## src/common/host_pkg.sv

```systemverilog
// ==========================================================
// Host hub package
// Address layout, request and response words, region codes
// and the register map of the configuration block
// ==========================================================

package host_pkg;

  typedef logic [31:0] addr_t;

  // Top nibble of the address selects the target
  typedef enum logic [3:0] {
    REGION_L2  = 4'd1,
    REGION_CFG = 4'd2
  } region_e;

  typedef struct packed {
    logic [25:0] word;
    logic [1:0]  byte_off;
  } l2_off_t;

  typedef struct packed {
    logic [21:0] unused;
    logic [3:0]  reg_idx;
    logic [1:0]  byte_off;
  } cfg_off_t;

  // Same 28 offset bits seen as L2 location or register
  typedef union packed {
    l2_off_t  l2;
    cfg_off_t cfg;
  } offset_u;

  typedef struct packed {
    region_e region;
    offset_u offset;
  } host_addr_t;

  typedef struct packed {
    host_addr_t  addr;
    logic        we;
    logic [31:0] wdata;
    logic [3:0]  be;
  } host_req_t;

  typedef struct packed {
    logic [31:0] rdata;
    logic        err;
  } host_rsp_t;

  typedef struct packed {
    logic [25:0] word;
    logic        we;
    logic [31:0] wdata;
    logic [3:0]  be;
  } mem_req_t;

  typedef struct packed {
    logic [3:0]  idx;
    logic        we;
    logic [31:0] wdata;
    logic [3:0]  be;
  } cfg_req_t;

  localparam logic [3:0] CFG_ID         = 4'd0;
  localparam logic [3:0] CFG_SCRATCH    = 4'd1;
  localparam logic [3:0] CFG_IRQ_STATUS = 4'd2;
  localparam logic [3:0] CFG_IRQ_MASK   = 4'd3;
  localparam logic [3:0] CFG_EVT_COUNT  = 4'd4;

  localparam logic [31:0] HOST_ID           = 32'h4844_0001;
  localparam logic [31:0] CFG_DEFAULT_RDATA = 32'hdeadf000;

  localparam int unsigned NB_L2_BANKS_DEFAULT   = 4;
  localparam int unsigned L2_BANK_WORDS_DEFAULT = 256;

endpackage

```

## src/logic/host_router.sv

```systemverilog
// ==========================================================
// Host router
// Accepts one host request at a time, decodes the region and
// drives the L2 or config target, then holds the response
// ==========================================================

`timescale 1ns/1ps

module host_router #(
  parameter int unsigned NB_L2_BANKS   = 4,
  parameter int unsigned L2_BANK_WORDS = 256
) (
  input  logic                 clk_i,
  input  logic                 arst_n_i,
  input  host_pkg::host_req_t  host_req_i,
  input  logic                 host_req_valid_i,
  output logic                 host_req_ready_o,
  output host_pkg::host_rsp_t  host_rsp_o,
  output logic                 host_rsp_valid_o,
  input  logic                 host_rsp_ready_i,
  output host_pkg::mem_req_t   mem_req_o,
  output logic                 mem_en_o,
  input  logic [31:0]          mem_rdata_i,
  output host_pkg::cfg_req_t   cfg_req_o,
  output logic                 cfg_en_o,
  input  logic [31:0]          cfg_rdata_i
);

  localparam int unsigned L2_WORDS = NB_L2_BANKS * L2_BANK_WORDS;

  typedef enum logic [1:0] {ST_IDLE, ST_WAIT, ST_RESP} state_e;
  typedef enum logic [1:0] {TGT_L2, TGT_CFG, TGT_ERR} tgt_e;

  state_e              state_q;
  tgt_e                tgt_q;
  tgt_e                tgt_d;
  logic                we_q;
  logic                phase_q;
  logic                mem_en_q;
  logic                cfg_en_q;
  logic                accept;
  logic                capture;
  logic                l2_in_range;
  host_pkg::mem_req_t  mem_req_q;
  host_pkg::cfg_req_t  cfg_req_q;
  host_pkg::host_rsp_t rsp_q;

  assign accept      = host_req_valid_i && (state_q == ST_IDLE);
  assign capture     = (state_q == ST_WAIT) && phase_q;
  assign l2_in_range = 32'(host_req_i.addr.offset.l2.word) < L2_WORDS;

  always_comb begin
    case (host_req_i.addr.region)
      host_pkg::REGION_L2:  tgt_d = l2_in_range ? TGT_L2 : TGT_ERR;
      host_pkg::REGION_CFG: tgt_d = TGT_CFG;
      default:              tgt_d = TGT_ERR;
    endcase
  end

  always_ff @(posedge clk_i or negedge arst_n_i) begin
    if (!arst_n_i) begin
      state_q  <= ST_IDLE;
      tgt_q    <= TGT_ERR;
      we_q     <= 1'b0;
      phase_q  <= 1'b0;
      mem_en_q <= 1'b0;
      cfg_en_q <= 1'b0;
    end else begin
      mem_en_q <= 1'b0;
      cfg_en_q <= 1'b0;
      case (state_q)
        ST_IDLE: begin
          if (accept) begin
            state_q  <= ST_WAIT;
            tgt_q    <= tgt_d;
            we_q     <= host_req_i.we;
            mem_en_q <= (tgt_d == TGT_L2);
            cfg_en_q <= (tgt_d == TGT_CFG);
          end
        end
        // Enable cycle first, then the cycle the target returns data
        ST_WAIT: begin
          phase_q <= ~phase_q;
          if (phase_q) state_q <= ST_RESP;
        end
        ST_RESP: begin
          if (host_rsp_ready_i) state_q <= ST_IDLE;
        end
        default: state_q <= ST_IDLE;
      endcase
    end
  end

  always_ff @(posedge clk_i) begin
    if (accept) begin
      mem_req_q.word  <= host_req_i.addr.offset.l2.word;
      mem_req_q.we    <= host_req_i.we;
      mem_req_q.wdata <= host_req_i.wdata;
      mem_req_q.be    <= host_req_i.be;
      cfg_req_q.idx   <= host_req_i.addr.offset.cfg.reg_idx;
      cfg_req_q.we    <= host_req_i.we;
      cfg_req_q.wdata <= host_req_i.wdata;
      cfg_req_q.be    <= host_req_i.be;
    end
    if (capture) begin
      rsp_q.err <= (tgt_q == TGT_ERR);
      if ((tgt_q == TGT_ERR) || we_q) rsp_q.rdata <= '0;
      else if (tgt_q == TGT_L2)       rsp_q.rdata <= mem_rdata_i;
      else                            rsp_q.rdata <= cfg_rdata_i;
    end
  end

  assign host_req_ready_o = (state_q == ST_IDLE);
  assign host_rsp_valid_o = (state_q == ST_RESP);
  assign host_rsp_o       = rsp_q;
  assign mem_req_o        = mem_req_q;
  assign mem_en_o         = mem_en_q;
  assign cfg_req_o        = cfg_req_q;
  assign cfg_en_o         = cfg_en_q;

endmodule

```

## config.mk

```make
export PLATFORM = sky130hd
export DESIGN_NAME = host_router
export DESIGN_NICKNAME = d
export VERILOG_FILES = /design/src/common/host_pkg.sv /design/src/logic/host_router.sv
export SDC_FILE = /design/constraint.sdc
export NUM_CORES = 1
export LEC_CHECK = 0
export BUFFER_PORTS_ARGS = -buffer_cell sky130_fd_sc_hd__buf_4
export CORE_AREA = 2 2 108 110
export CTS_CLUSTER_DIAMETER = 40
export DETAILED_ROUTE_END_ITERATION = 8
export DIE_AREA = 0 0 110 112
export PLACE_DENSITY = 0.77
export REMOVE_ABC_BUFFERS = 1
export SYNTH_ARGS = -nofsm -noshare
export SYNTH_HDL_FRONTEND = slang
export SYNTH_SLANG_ARGS = --single-unit
```

## constraint.sdc

```tcl
create_clock -name clk_i -period 2.8 [get_ports clk_i]
set_input_delay 0.42 -clock clk_i [delete_from_list [all_inputs] [get_ports clk_i]]
set_output_delay 0.42 -clock clk_i [all_outputs]
set_load 0.005 [all_outputs]
```

==> run summary <==
# rows - 39
Total Neg Setup Slack - 0 ps
Synthesized area - 3990 µm²
Dpl hpwl - 8660 µm
Final Hold Fails - 0
Crit start category - register
FF-to-FF path depth - 3
RSZ-0062 raised after global routing - no
Crit path kind - reg -> reg
Hold endpoint - cfg_req_o[8]$_DFFE_PP_
First-pass GRT wire length - 15700 µm
Synthesized flop and latch total - 104
Crit-path cells - or3b_4 -> clkinv_4 -> buf_4
Worst slew pin tran - 1050 ps
Die H - 112 µm
Fin nets - 630
Post-Syn Area per Cell - 15.7 µm²
Die width - 110 µm
CTS tree - yes
Worst relative slew slack - 30.0%
Post-CTS Resized - 0
Final worst path period share - 64.8%
Seq/Total Area, Yosys - 77.2%
Postcts setup bufs - 0
Die area - 12300 µm²
Drt via density - 4.60
Largest net degree at the start of global routing - 62
Worst Hold Class - in -> reg
1st-iter DRT viols - 132
Starting Density - 35.7%
Vias in the first global route - 2933
Antenna Cells - 0
Placed Area - 5920 µm²
WP data arrival - 1860 ps
Synth top area cells - edfxtp_1 72%, buf_4 7.7%, a22oi_1 6.0%, dfrtp_1 4.4%, nor2_1 3.5%
Fin crit period - 1820 ps
Yosys top cell by area - edfxtp_1
Reg2reg end - cfg_req_o[32]$_DFFE_PP_
Bufs and invs on worst path - 2
GP Congestion - 0.792
Port bufs - 275
DR WL/cell - 17.2 µm
Synth warn - 0
Crit end category - register
Max H-tree Level - 3
Total grt overflow - 0
Clock Path Buffers - 2
R2R Path Start - state_q[0]$_DFFE_PN0P_
Num CTS Buffers - 9
Final setup fails - 0
Max Slew Vio Count - 0
Initial antenna violation count - 0
Worst clock skew - 7.84 ps
Worst hold start - host_req_i[8]
Worst hold stages - 1
Fmax - 551 MHz
# IOs - 278
Layout cell share with drive strength beyond 1 - 59.6%
Power Density - 786 nW/µm²
Worst Path Max Fanout - 61
Root buf cell - clkbuf_16
P&R area growth vs syn - 55.6%
Final Util - 55.6%
Total GRT Usage - 17.1%
Cell count after synthesis - 254
Design Area, Final - 6220 µm²
CP max stage delay - 430 ps
Yosys top cell area share - 72.2%
Core Area - 11200 µm²
DRC viols - 0
Clk slew on worst S/H paths - 70 ps
Final wirelength - 11000 µm
DRT Pass-1 Iters - 4
Yosys cell types - 26
Total chip power - 4880 µW
Max rail drop VDD - 0.000622 V
DR vias - 2946
Min Hold Slack - 257 ps
Cell class contributing the biggest share of worst-path delay - buffers and inverters
Worst skew pair latency - 330 ps
Status - completed
Master of the slowest instance on the critical path - dfrtp_1
Max-Cap Viols - 0
Clock sink count - 104
Antenna Nets Post-Route - 0
Leak - 0.00270 µW
Worst R2R Setup Slack - 980 ps
Critical Path RT - 2850 ps
-- timing repair --
item | in CTS | in global routing
setup endpoints to repair | 0 | 0
hold endpoints to repair | 7 | 0
hold buffers | 1 | 0
-- final cells by class --
| cell class | count | area, µm² |
|---|---|---|
| clock buffer | 11 | 233 |
| fill | 943 | 4960 |
| inverter | 4 | 20.0 |
| clock inverter | 5 | 56.3 |
| sequential | 104 | 3080 |
| tap | 143 | 179 |
| multi-input combinational | 94 | 539 |
| timing repair buffer | 280 | 2100 |
-- kinds of logic after synthesis --
group	after synthesis	share of synthesized area, %
xor gates and xnor gates	1	0.219
AOI/OAI and AO/OA	34	6.45
and+or+nand+nor	58	6.52
muxes	1	0.251
buffers and inverters	56	9.34
DFF	104	77.2
-- cell usage in the layout, fill, tap and decap left out, types with 3 or more instances in the layout --
master | Yosys | layout
edfxtp_1 | 96 | 96
dfrtp_1 | 7 | 7
inv_1 | 3 | 3
nor2_1 | 37 | 36
a22oi_1 | 32 | 32
clkbuf_16 | 0 | 9
nor2b_1 | 3 | 3
nor4_1 | 3 | 3
nand2_1 | 6 | 6
buf_4 | 41 | 279
-- layer usage --
metal | routed length [µm] | GRT usage (%) | share of wire [%]
met1 | 3970 | 19.1 | 36
met2 | 6150 | 31.3 | 56
met3 | 742 | 3.81 | 6.7
met4 | 179 | 6.16 | 1.6
met5 | 0 | 0 | 0
-- sequential cells by signal (all words and copies together) (netlist names) --
signal      flops
state_q         2
phase_q         1
host_rsp_o     33
cfg_en_o        1
mem_en_o        1
tgt_q           2
we_q            1
mem_req_o      26
cfg_req_o      37
-- how the worst max path moves through the flow --
stage | startpoint | end | slack [ps] | cells after the start
floorplan | tgt_q[0]$_DFFE_PN0P_ | host_rsp_o[10]$_SDFFCE_PP0P_ | 600 | 3
global placement | host_req_valid_i | cfg_req_o[23]$_DFFE_PP_ | 940 | 4
detailed placement | host_req_valid_i | cfg_req_o[34]$_DFFE_PP_ | 910 | 4
CTS | state_q[0]$_DFFE_PN0P_ | cfg_req_o[6]$_DFFE_PP_ | 980 | 3
global route | state_q[0]$_DFFE_PN0P_ | cfg_req_o[32]$_DFFE_PP_ | 890 | 3
finish | state_q[0]$_DFFE_PN0P_ | cfg_req_o[32]$_DFFE_PP_ | 980 | 3
-- cell usage after synthesis, drive strengths merged --
cell / n
nor4: 3
nor2b: 3
mux2i: 1
nand2: 7
nor4b: 1
edfxtp: 96
and2b: 1
a22oi: 32
clkbuf: 7
a21o: 1
and2: 1
xnor2: 1
buf: 45
inv: 3
nor2: 37
dfrtp: 7
nor3: 1
nand2b: 1
or3b: 1
dfstp: 1
o311a: 1
clkinv: 1
nand3: 2
-- per-stage QoR --
stage | std cells | worst slack, ps
finish | 641 | 985
detailed placement | 624 | 908
floorplan | 202 | 604
global route | 641 | 894
global placement | 624 | 939
CTS | 641 | 979
-- report_power, final --
part | leakage [µW] | internal (µW) | total (µW) | switching [µW]
logic | 0.00156 | 700 | 1290 | 593
clock network | 0.000142 | 694 | 1210 | 520
registers | 0.00100 | 2170 | 2380 | 207
Note: power is estimated with default switching activity, not from simulation.
