<file path="src/common/host_pkg.sv">
// ==========================================================
// Host hub package
// Address layout, request and response words, region codes
// and the register map of the configuration block
// ==========================================================

package host_pkg;

  typedef logic [31:0] addr_t;

  // Top nibble of the address selects the target
  typedef enum logic [3:0] {
    REGION_L2  = 4'd1,
    REGION_CFG = 4'd2
  } region_e;

  typedef struct packed {
    logic [25:0] word;
    logic [1:0]  byte_off;
  } l2_off_t;

  typedef struct packed {
    logic [21:0] unused;
    logic [3:0]  reg_idx;
    logic [1:0]  byte_off;
  } cfg_off_t;

  // Same 28 offset bits seen as L2 location or register
  typedef union packed {
    l2_off_t  l2;
    cfg_off_t cfg;
  } offset_u;

  typedef struct packed {
    region_e region;
    offset_u offset;
  } host_addr_t;

  typedef struct packed {
    host_addr_t  addr;
    logic        we;
    logic [31:0] wdata;
    logic [3:0]  be;
  } host_req_t;

  typedef struct packed {
    logic [31:0] rdata;
    logic        err;
  } host_rsp_t;

  typedef struct packed {
    logic [25:0] word;
    logic        we;
    logic [31:0] wdata;
    logic [3:0]  be;
  } mem_req_t;

  typedef struct packed {
    logic [3:0]  idx;
    logic        we;
    logic [31:0] wdata;
    logic [3:0]  be;
  } cfg_req_t;

  localparam logic [3:0] CFG_ID         = 4'd0;
  localparam logic [3:0] CFG_SCRATCH    = 4'd1;
  localparam logic [3:0] CFG_IRQ_STATUS = 4'd2;
  localparam logic [3:0] CFG_IRQ_MASK   = 4'd3;
  localparam logic [3:0] CFG_EVT_COUNT  = 4'd4;

  localparam logic [31:0] HOST_ID           = 32'h4844_0001;
  localparam logic [31:0] CFG_DEFAULT_RDATA = 32'hdeadf000;

  localparam int unsigned NB_L2_BANKS_DEFAULT   = 4;
  localparam int unsigned L2_BANK_WORDS_DEFAULT = 256;

endpackage

</file>
<file path="src/logic/cfg_regs.sv">
// ==========================================================
// Configuration registers
// ID, scratch, interrupt status and mask, DMA event counter
// Unmapped indices answer a fixed pattern
// ==========================================================

`timescale 1ns/1ps

module cfg_regs (
  input  logic               clk_i,
  input  logic               arst_n_i,
  input  host_pkg::cfg_req_t cfg_req_i,
  input  logic               cfg_en_i,
  output logic [31:0]        rdata_o,
  input  logic               dma_evt_i,
  input  logic               cluster_eoc_i,
  output logic               irq_o
);

  logic [31:0] scratch_q;
  logic [1:0]  status_q;
  logic [1:0]  status_d;
  logic [1:0]  mask_q;
  logic [31:0] count_q;
  logic [31:0] rdata_q;
  logic [31:0] rdata_d;
  logic        irq_q;
  logic        wr;

  assign wr = cfg_en_i && cfg_req_i.we;

  // A new event in the same cycle wins over write-1-to-clear
  always_comb begin
    status_d = status_q;
    if (wr && (cfg_req_i.idx == host_pkg::CFG_IRQ_STATUS) && cfg_req_i.be[0]) begin
      status_d = status_q & ~cfg_req_i.wdata[1:0];
    end
    status_d = status_d | {cluster_eoc_i, dma_evt_i};
  end

  always_comb begin
    case (cfg_req_i.idx)
      host_pkg::CFG_ID:         rdata_d = host_pkg::HOST_ID;
      host_pkg::CFG_SCRATCH:    rdata_d = scratch_q;
      host_pkg::CFG_IRQ_STATUS: rdata_d = {30'd0, status_q};
      host_pkg::CFG_IRQ_MASK:   rdata_d = {30'd0, mask_q};
      host_pkg::CFG_EVT_COUNT:  rdata_d = count_q;
      default:                  rdata_d = host_pkg::CFG_DEFAULT_RDATA;
    endcase
  end

  always_ff @(posedge clk_i or negedge arst_n_i) begin
    if (!arst_n_i) begin
      scratch_q <= '0;
      status_q  <= '0;
      mask_q    <= '0;
      count_q   <= '0;
      irq_q     <= 1'b0;
    end else begin
      status_q <= status_d;
      irq_q    <= |(status_q & mask_q);
      if (dma_evt_i) count_q <= count_q + 32'd1;
      if (wr && (cfg_req_i.idx == host_pkg::CFG_SCRATCH)) begin
        for (int i = 0; i < 4; i++) begin
          if (cfg_req_i.be[i]) scratch_q[8*i +: 8] <= cfg_req_i.wdata[8*i +: 8];
        end
      end
      if (wr && (cfg_req_i.idx == host_pkg::CFG_IRQ_MASK) && cfg_req_i.be[0]) begin
        mask_q <= cfg_req_i.wdata[1:0];
      end
    end
  end

  always_ff @(posedge clk_i) begin
    if (cfg_en_i && !cfg_req_i.we) rdata_q <= rdata_d;
  end

  assign rdata_o = rdata_q;
  assign irq_o   = irq_q;

endmodule

</file>
<file path="config.mk">
export PLATFORM = sky130hd
export DESIGN_NAME = cfg_regs
export DESIGN_NICKNAME = d
export VERILOG_FILES = /design/src/common/host_pkg.sv /design/src/logic/cfg_regs.sv
export SDC_FILE = /design/constraint.sdc
export NUM_CORES = 1
export LEC_CHECK = 0
export BUFFER_PORTS_ARGS = -buffer_cell sky130_fd_sc_hd__buf_2
export CORE_ASPECT_RATIO = 0.9
export CORE_MARGIN = 3
export CORE_UTILIZATION = 50
export DETAILED_ROUTE_END_ITERATION = 6
export PLACE_DENSITY_LB_ADDON = 0.1
export SYNTH_ARGS = -nofsm -noshare
export SYNTH_HDL_FRONTEND = slang
export SYNTH_SLANG_ARGS = --single-unit
</file>
<file path="constraint.sdc">
create_clock -name clk_i -period 1.45 [get_ports clk_i]
set_input_delay 0.145 -clock clk_i [delete_from_list [all_inputs] [get_ports clk_i]]
set_output_delay 0.145 -clock clk_i [all_outputs]
set_load 0.005 [all_outputs]
</file>
==> results_tabular.tex <==
\begin{tabular}{lr}
\hline
Metric & Value \\
\hline
\multicolumn{2}{l}{\textbf{Route}} \\
\quad Routed via count divided by cell count & 5.128 \\
\quad Total wirelength of the detailed-routed design & 9963 um \\
\quad Detailed-router iteration count before antenna repair & 4 \\
\quad Via Count & 3210 \\
\quad DRT antenna net count & 0 \\
\quad Routed len/inst & 15.92 um \\
\quad Starting DRT DRC Count & 148 \\
\quad DRC violations left & 0 \\
\multicolumn{2}{l}{\textbf{Power and ir drop}} \\
\quad Static leakage & 2.838 nW \\
\quad Reg power frac & 0.551 \\
\quad Relative contribution of combinational cells to total power & 0.179 \\
\quad Power Total & 6.156 mW \\
\quad Pwr/cell area & 1024 nW/um2 \\
\quad NetSw & 1.663 mW \\
\quad Clock group share of total power & 0.271 \\
\quad Internal power component & 4.493 mW \\
\quad Worst vdd ir & 0.5327 mV \\
\quad Switching fraction of total power & 0.2702 \\
\multicolumn{2}{l}{\textbf{Timing}} \\
\quad Worst Tran Pin Value & 380.3 ps \\
\quad Max Fclk & 0.6682 GHz \\
\quad Count of final hold-check violations & 0 \\
\quad Ratio of final minimum period to clock period & 1.032 \\
\quad Time the final worst path needs with I/O delays and setup & 1497 ps \\
\quad Headroom to the max-slew limit & 0.7465 \\
\quad Fin Hold WS & 15.56 ps \\
\quad Smallest setup slack after layout & -46.56 ps \\
\quad Final setup violating endpoints & 10 \\
\quad Layout Skew & 16.88 ps \\
\quad Final count of pins violating max slew & 0 \\
\quad RSZ-0062 raised after global routing & yes \\
\multicolumn{2}{l}{\textbf{Critical path}} \\
\quad CP Data Arrival Time & 1780 ps \\
\quad Critical Path Fanout Max & 10 \\
\quad Category of the worst setup path launch point & register \\
\quad Critical path startpoint & count\_q[7] \\
\quad Required time of the critical path & 1740 ps \\
\quad Crit Reg-Reg Startpoint & count\_q[7] \\
\quad Type of element capturing the critical path & register \\
\quad Critical setup path kind & register to register \\
\multicolumn{2}{l}{\textbf{Clocking}} \\
\quad Number of sinks on the clock net & 101 \\
\quad Clock-pin slew of the registers on the worst-case setup and hold paths & 100 ps \\
\quad CTS tree & yes \\
\quad Total clock buffers created by CTS & 9 \\
\quad Number of levels the H-tree was split into & 3 \\
\quad Clock latency on the worst-skew pair & 370 ps \\
\quad Root buf cell & sky130\_fd\_sc\_hd\_\_clkbuf\_8 \\
\quad Maximum clock insertion buffer count & 2 \\
\multicolumn{2}{l}{\textbf{Min path}} \\
\quad Type of the most critical hold path & input port to register \\
\quad Launch instance of the worst min-delay path & cfg\_req\_i[21] \\
\multicolumn{2}{l}{\textbf{Placement}} \\
\quad Final GP Congestion & 0.7683 \\
\quad Port bufs & 78 \\
\quad Setup Slack @ Placement & -23.59 ps \\
\quad Detailed-placement wirelength estimate & 6808 um \\
\multicolumn{2}{l}{\textbf{Synthesis}} \\
\quad Ys async rst share & 0.6832 \\
\quad Post-synth net total & 402 \\
\quad Number of instances in the synthesized netlist & 355 \\
\quad Most frequently used flop master after synthesis & sky130\_fd\_sc\_hd\_\_dfrtp\_1 \\
\quad Cell Area, Synth & 4596 um2 \\
\quad Post-synth EDFFs & 32 \\
\quad Synthesized area divided by synthesized cell count & 12.95 um2 \\
\quad Part of the Yosys area used for sequential elements & 0.5848 \\
\quad Count of unique library cells instantiated by Yosys & 39 \\
\quad Number of warnings reported in the yosys synthesis log & 0 \\
\quad Flop and latch count out of synthesis & 101 \\
\multicolumn{2}{l}{\textbf{Run status}} \\
\quad Status & complete, but fails checks \\
\quad Violations in the final reports & negative setup slack \\
\multicolumn{2}{l}{\textbf{Global route}} \\
\quad Number of antenna violations at the first check in global routing & 0 \\
\quad Overall Global Routing Usage & 0.1976 \\
\quad Maximum number of pins on one net before global-route repair & 70 \\
\quad Total grt overflow & 0 \\
\quad Vias in the first global route & 3335 \\
\quad Wire length of the first global-routing pass & 16280 um \\
\multicolumn{2}{l}{\textbf{Layout}} \\
\quad Most common cell after layout, fill and taps aside & sky130\_fd\_sc\_hd\_\_buf\_2 \\
\quad Fraction of final layout cells sized beyond drive strength 1 & 0.3807 \\
\quad Layout net count & 549 \\
\quad Area growth from synthesis to layout & 30.85\% \\
\quad Share of the core filled with cells & 0.6858 \\
\quad Antenna Diode Count & 0 \\
\quad Commonest cells after routing, fill and taps aside & sky130\_fd\_sc\_hd\_\_buf\_2 (78), sky130\_fd\_sc\_hd\_\_dfrtp\_1 (68), sky130\_fd\_sc\_hd\_\_buf\_4 (47) \\
\multicolumn{2}{l}{\textbf{Floorplan}} \\
\quad Die area & 10380 um2 \\
\quad Starting density of the core & 0.5241 \\
\quad Num ports & 79 \\
\quad Total core area & 8768 um2 \\
\quad Standard-cell rows & 32 \\
\quad Chip width & 107.1 um \\
\quad Vertical extent of the die & 96.95 um \\
\multicolumn{2}{l}{\textbf{Run}} \\
\quad Max-cap check violation count & 0 \\
\hline
\end{tabular}
-- flip-flops by register name, summed over array words and instances, names as in the netlist --
register	count
rdata_o	32
scratch_q	32
mask_q	2
irq_o	1
count_q	32
status_q	2
-- repair_timing --
action / CTS / global route
hold buffers: 20 / 2
setup endpoints to repair: 13 / 22
gates cloned: 0 / 1
resized for setup: 2 / 19
buffers inserted: 3 / 6
endpoints found under the hold margin: 88 / 2
pin swaps: 0 / 15
-- cells in the mapped netlist (2+ instances only) --
master / number / share of area
sky130_fd_sc_hd__dfrtp_1: 69 / 0.38
sky130_fd_sc_hd__edfxtp_1: 32 / 0.21
sky130_fd_sc_hd__nor2_1: 30 / 0.025
sky130_fd_sc_hd__xnor2_1: 25 / 0.048
sky130_fd_sc_hd__mux2_4: 24 / 0.078
sky130_fd_sc_hd__a22o_1: 16 / 0.030
sky130_fd_sc_hd__nand2b_1: 15 / 0.020
sky130_fd_sc_hd__o22ai_1: 15 / 0.020
sky130_fd_sc_hd__nor2b_1: 14 / 0.019
sky130_fd_sc_hd__nand2_1: 13 / 0.011
sky130_fd_sc_hd__clkbuf_1: 11 / 0.0090
sky130_fd_sc_hd__nand4_1: 11 / 0.015
sky130_fd_sc_hd__mux2_1: 10 / 0.025
sky130_fd_sc_hd__nand3_1: 9 / 0.0098
sky130_fd_sc_hd__inv_1: 7 / 0.0057
sky130_fd_sc_hd__a21oi_1: 6 / 0.0065
sky130_fd_sc_hd__and3_1: 6 / 0.0082
sky130_fd_sc_hd__xor2_1: 6 / 0.011
sky130_fd_sc_hd__and4_1: 5 / 0.0095
sky130_fd_sc_hd__a21o_1: 3 / 0.0049
sky130_fd_sc_hd__and2_1: 3 / 0.0041
sky130_fd_sc_hd__buf_2: 3 / 0.0033
sky130_fd_sc_hd__nand2_8: 3 / 0.013
sky130_fd_sc_hd__buf_6: 2 / 0.0049
sky130_fd_sc_hd__nor3_1: 2 / 0.0022
sky130_fd_sc_hd__o21ai_0: 2 / 0.0022
-- power by group through the flow --
stage / registers, mW / logic [mW] / clock network [mW]
6_report: 3.39 / 1.10 / 1.67
5_1_grt: 3.43 / 1.21 / 1.82
4_1_cts: 3.39 / 1.05 / 1.73
3_5_place_dp: 3.44 / 0.967 / 0
3_3_place_gp: 3.43 / 0.937 / 0
2_1_floorplan: 3.44 / 0.498 / 0
-- layout make-up --
type / instances / area (um2)
Tap cell: 119 / 148.9
Multi-Input combinational cell: 229 / 1899
Timing Repair Buffer: 153 / 1066
Clock inverter: 7 / 56.30
Inverter: 8 / 30.03
Fill cell: 647 / 2755
Clock buffer: 9 / 123.9
Sequential cell: 101 / 2689
-- worst max-delay path, stage by stage (launching register included) --
cell and delay [ps]:
sky130_fd_sc_hd__dfrtp_2 420, sky130_fd_sc_hd__nand4_4 140, sky130_fd_sc_hd__buf_4 170, sky130_fd_sc_hd__nor3_4 210, sky130_fd_sc_hd__buf_12 150, sky130_fd_sc_hd__and3_1 190
sky130_fd_sc_hd__xor2_1 150
-- metrics by stage --
stage / std cells / area (um2) / TNS [ps]
floorplan: 355 / 4608 / -1505
global route: 626 / 6013 / -1734
CTS: 617 / 5854 / -14.50
global placement: 578 / 5439 / 0
finish: 626 / 6013 / -285.3
detailed placement: 578 / 5439 / -287.4
-- final timing paths --
kind / endpoint / slack, ps / cells past startpoint
setup / recovery: count_q[14] / -50 / 6
hold / removal: scratch_q[17] / 20 / 2
setup reg to reg: count_q[14] / -50 / 6
hold reg to reg: count_q[31] / 480 / 1
max in group asynchronous: count_q[7] / 790 / 3
min in group asynchronous: scratch_q[5] / 330 / 3
-- layer usage --
metal / global-route usage / up-vias / share of wire
met2: 0.3001 / 74 / 0.46
met3: 0.03869 / 12 / 0.037
li1: - / 1558 / -
met1: 0.2870 / 1566 / 0.49
met5: 0 / - / 0
met4: 0.06195 / 0 / 0.013
-- kinds of logic (layout without fill, tap and decap cells) --
| family | Yosys count | count (layout) | synth area share |
|---|---|---|---|
| adders and majority gates | 1 | 1 | 0.002722 |
| muxes | 35 | 35 | 0.1054 |
| AOI/OAI and AO/OA | 43 | 43 | 0.06616 |
| buffers and inverters | 25 | 177 | 0.02450 |
| and+or+nand+nor | 119 | 119 | 0.1574 |
| xor gates and xnor gates | 31 | 31 | 0.05908 |
| DFF | 101 | 101 | 0.5848 |
(Power assumes the default switching activity.)
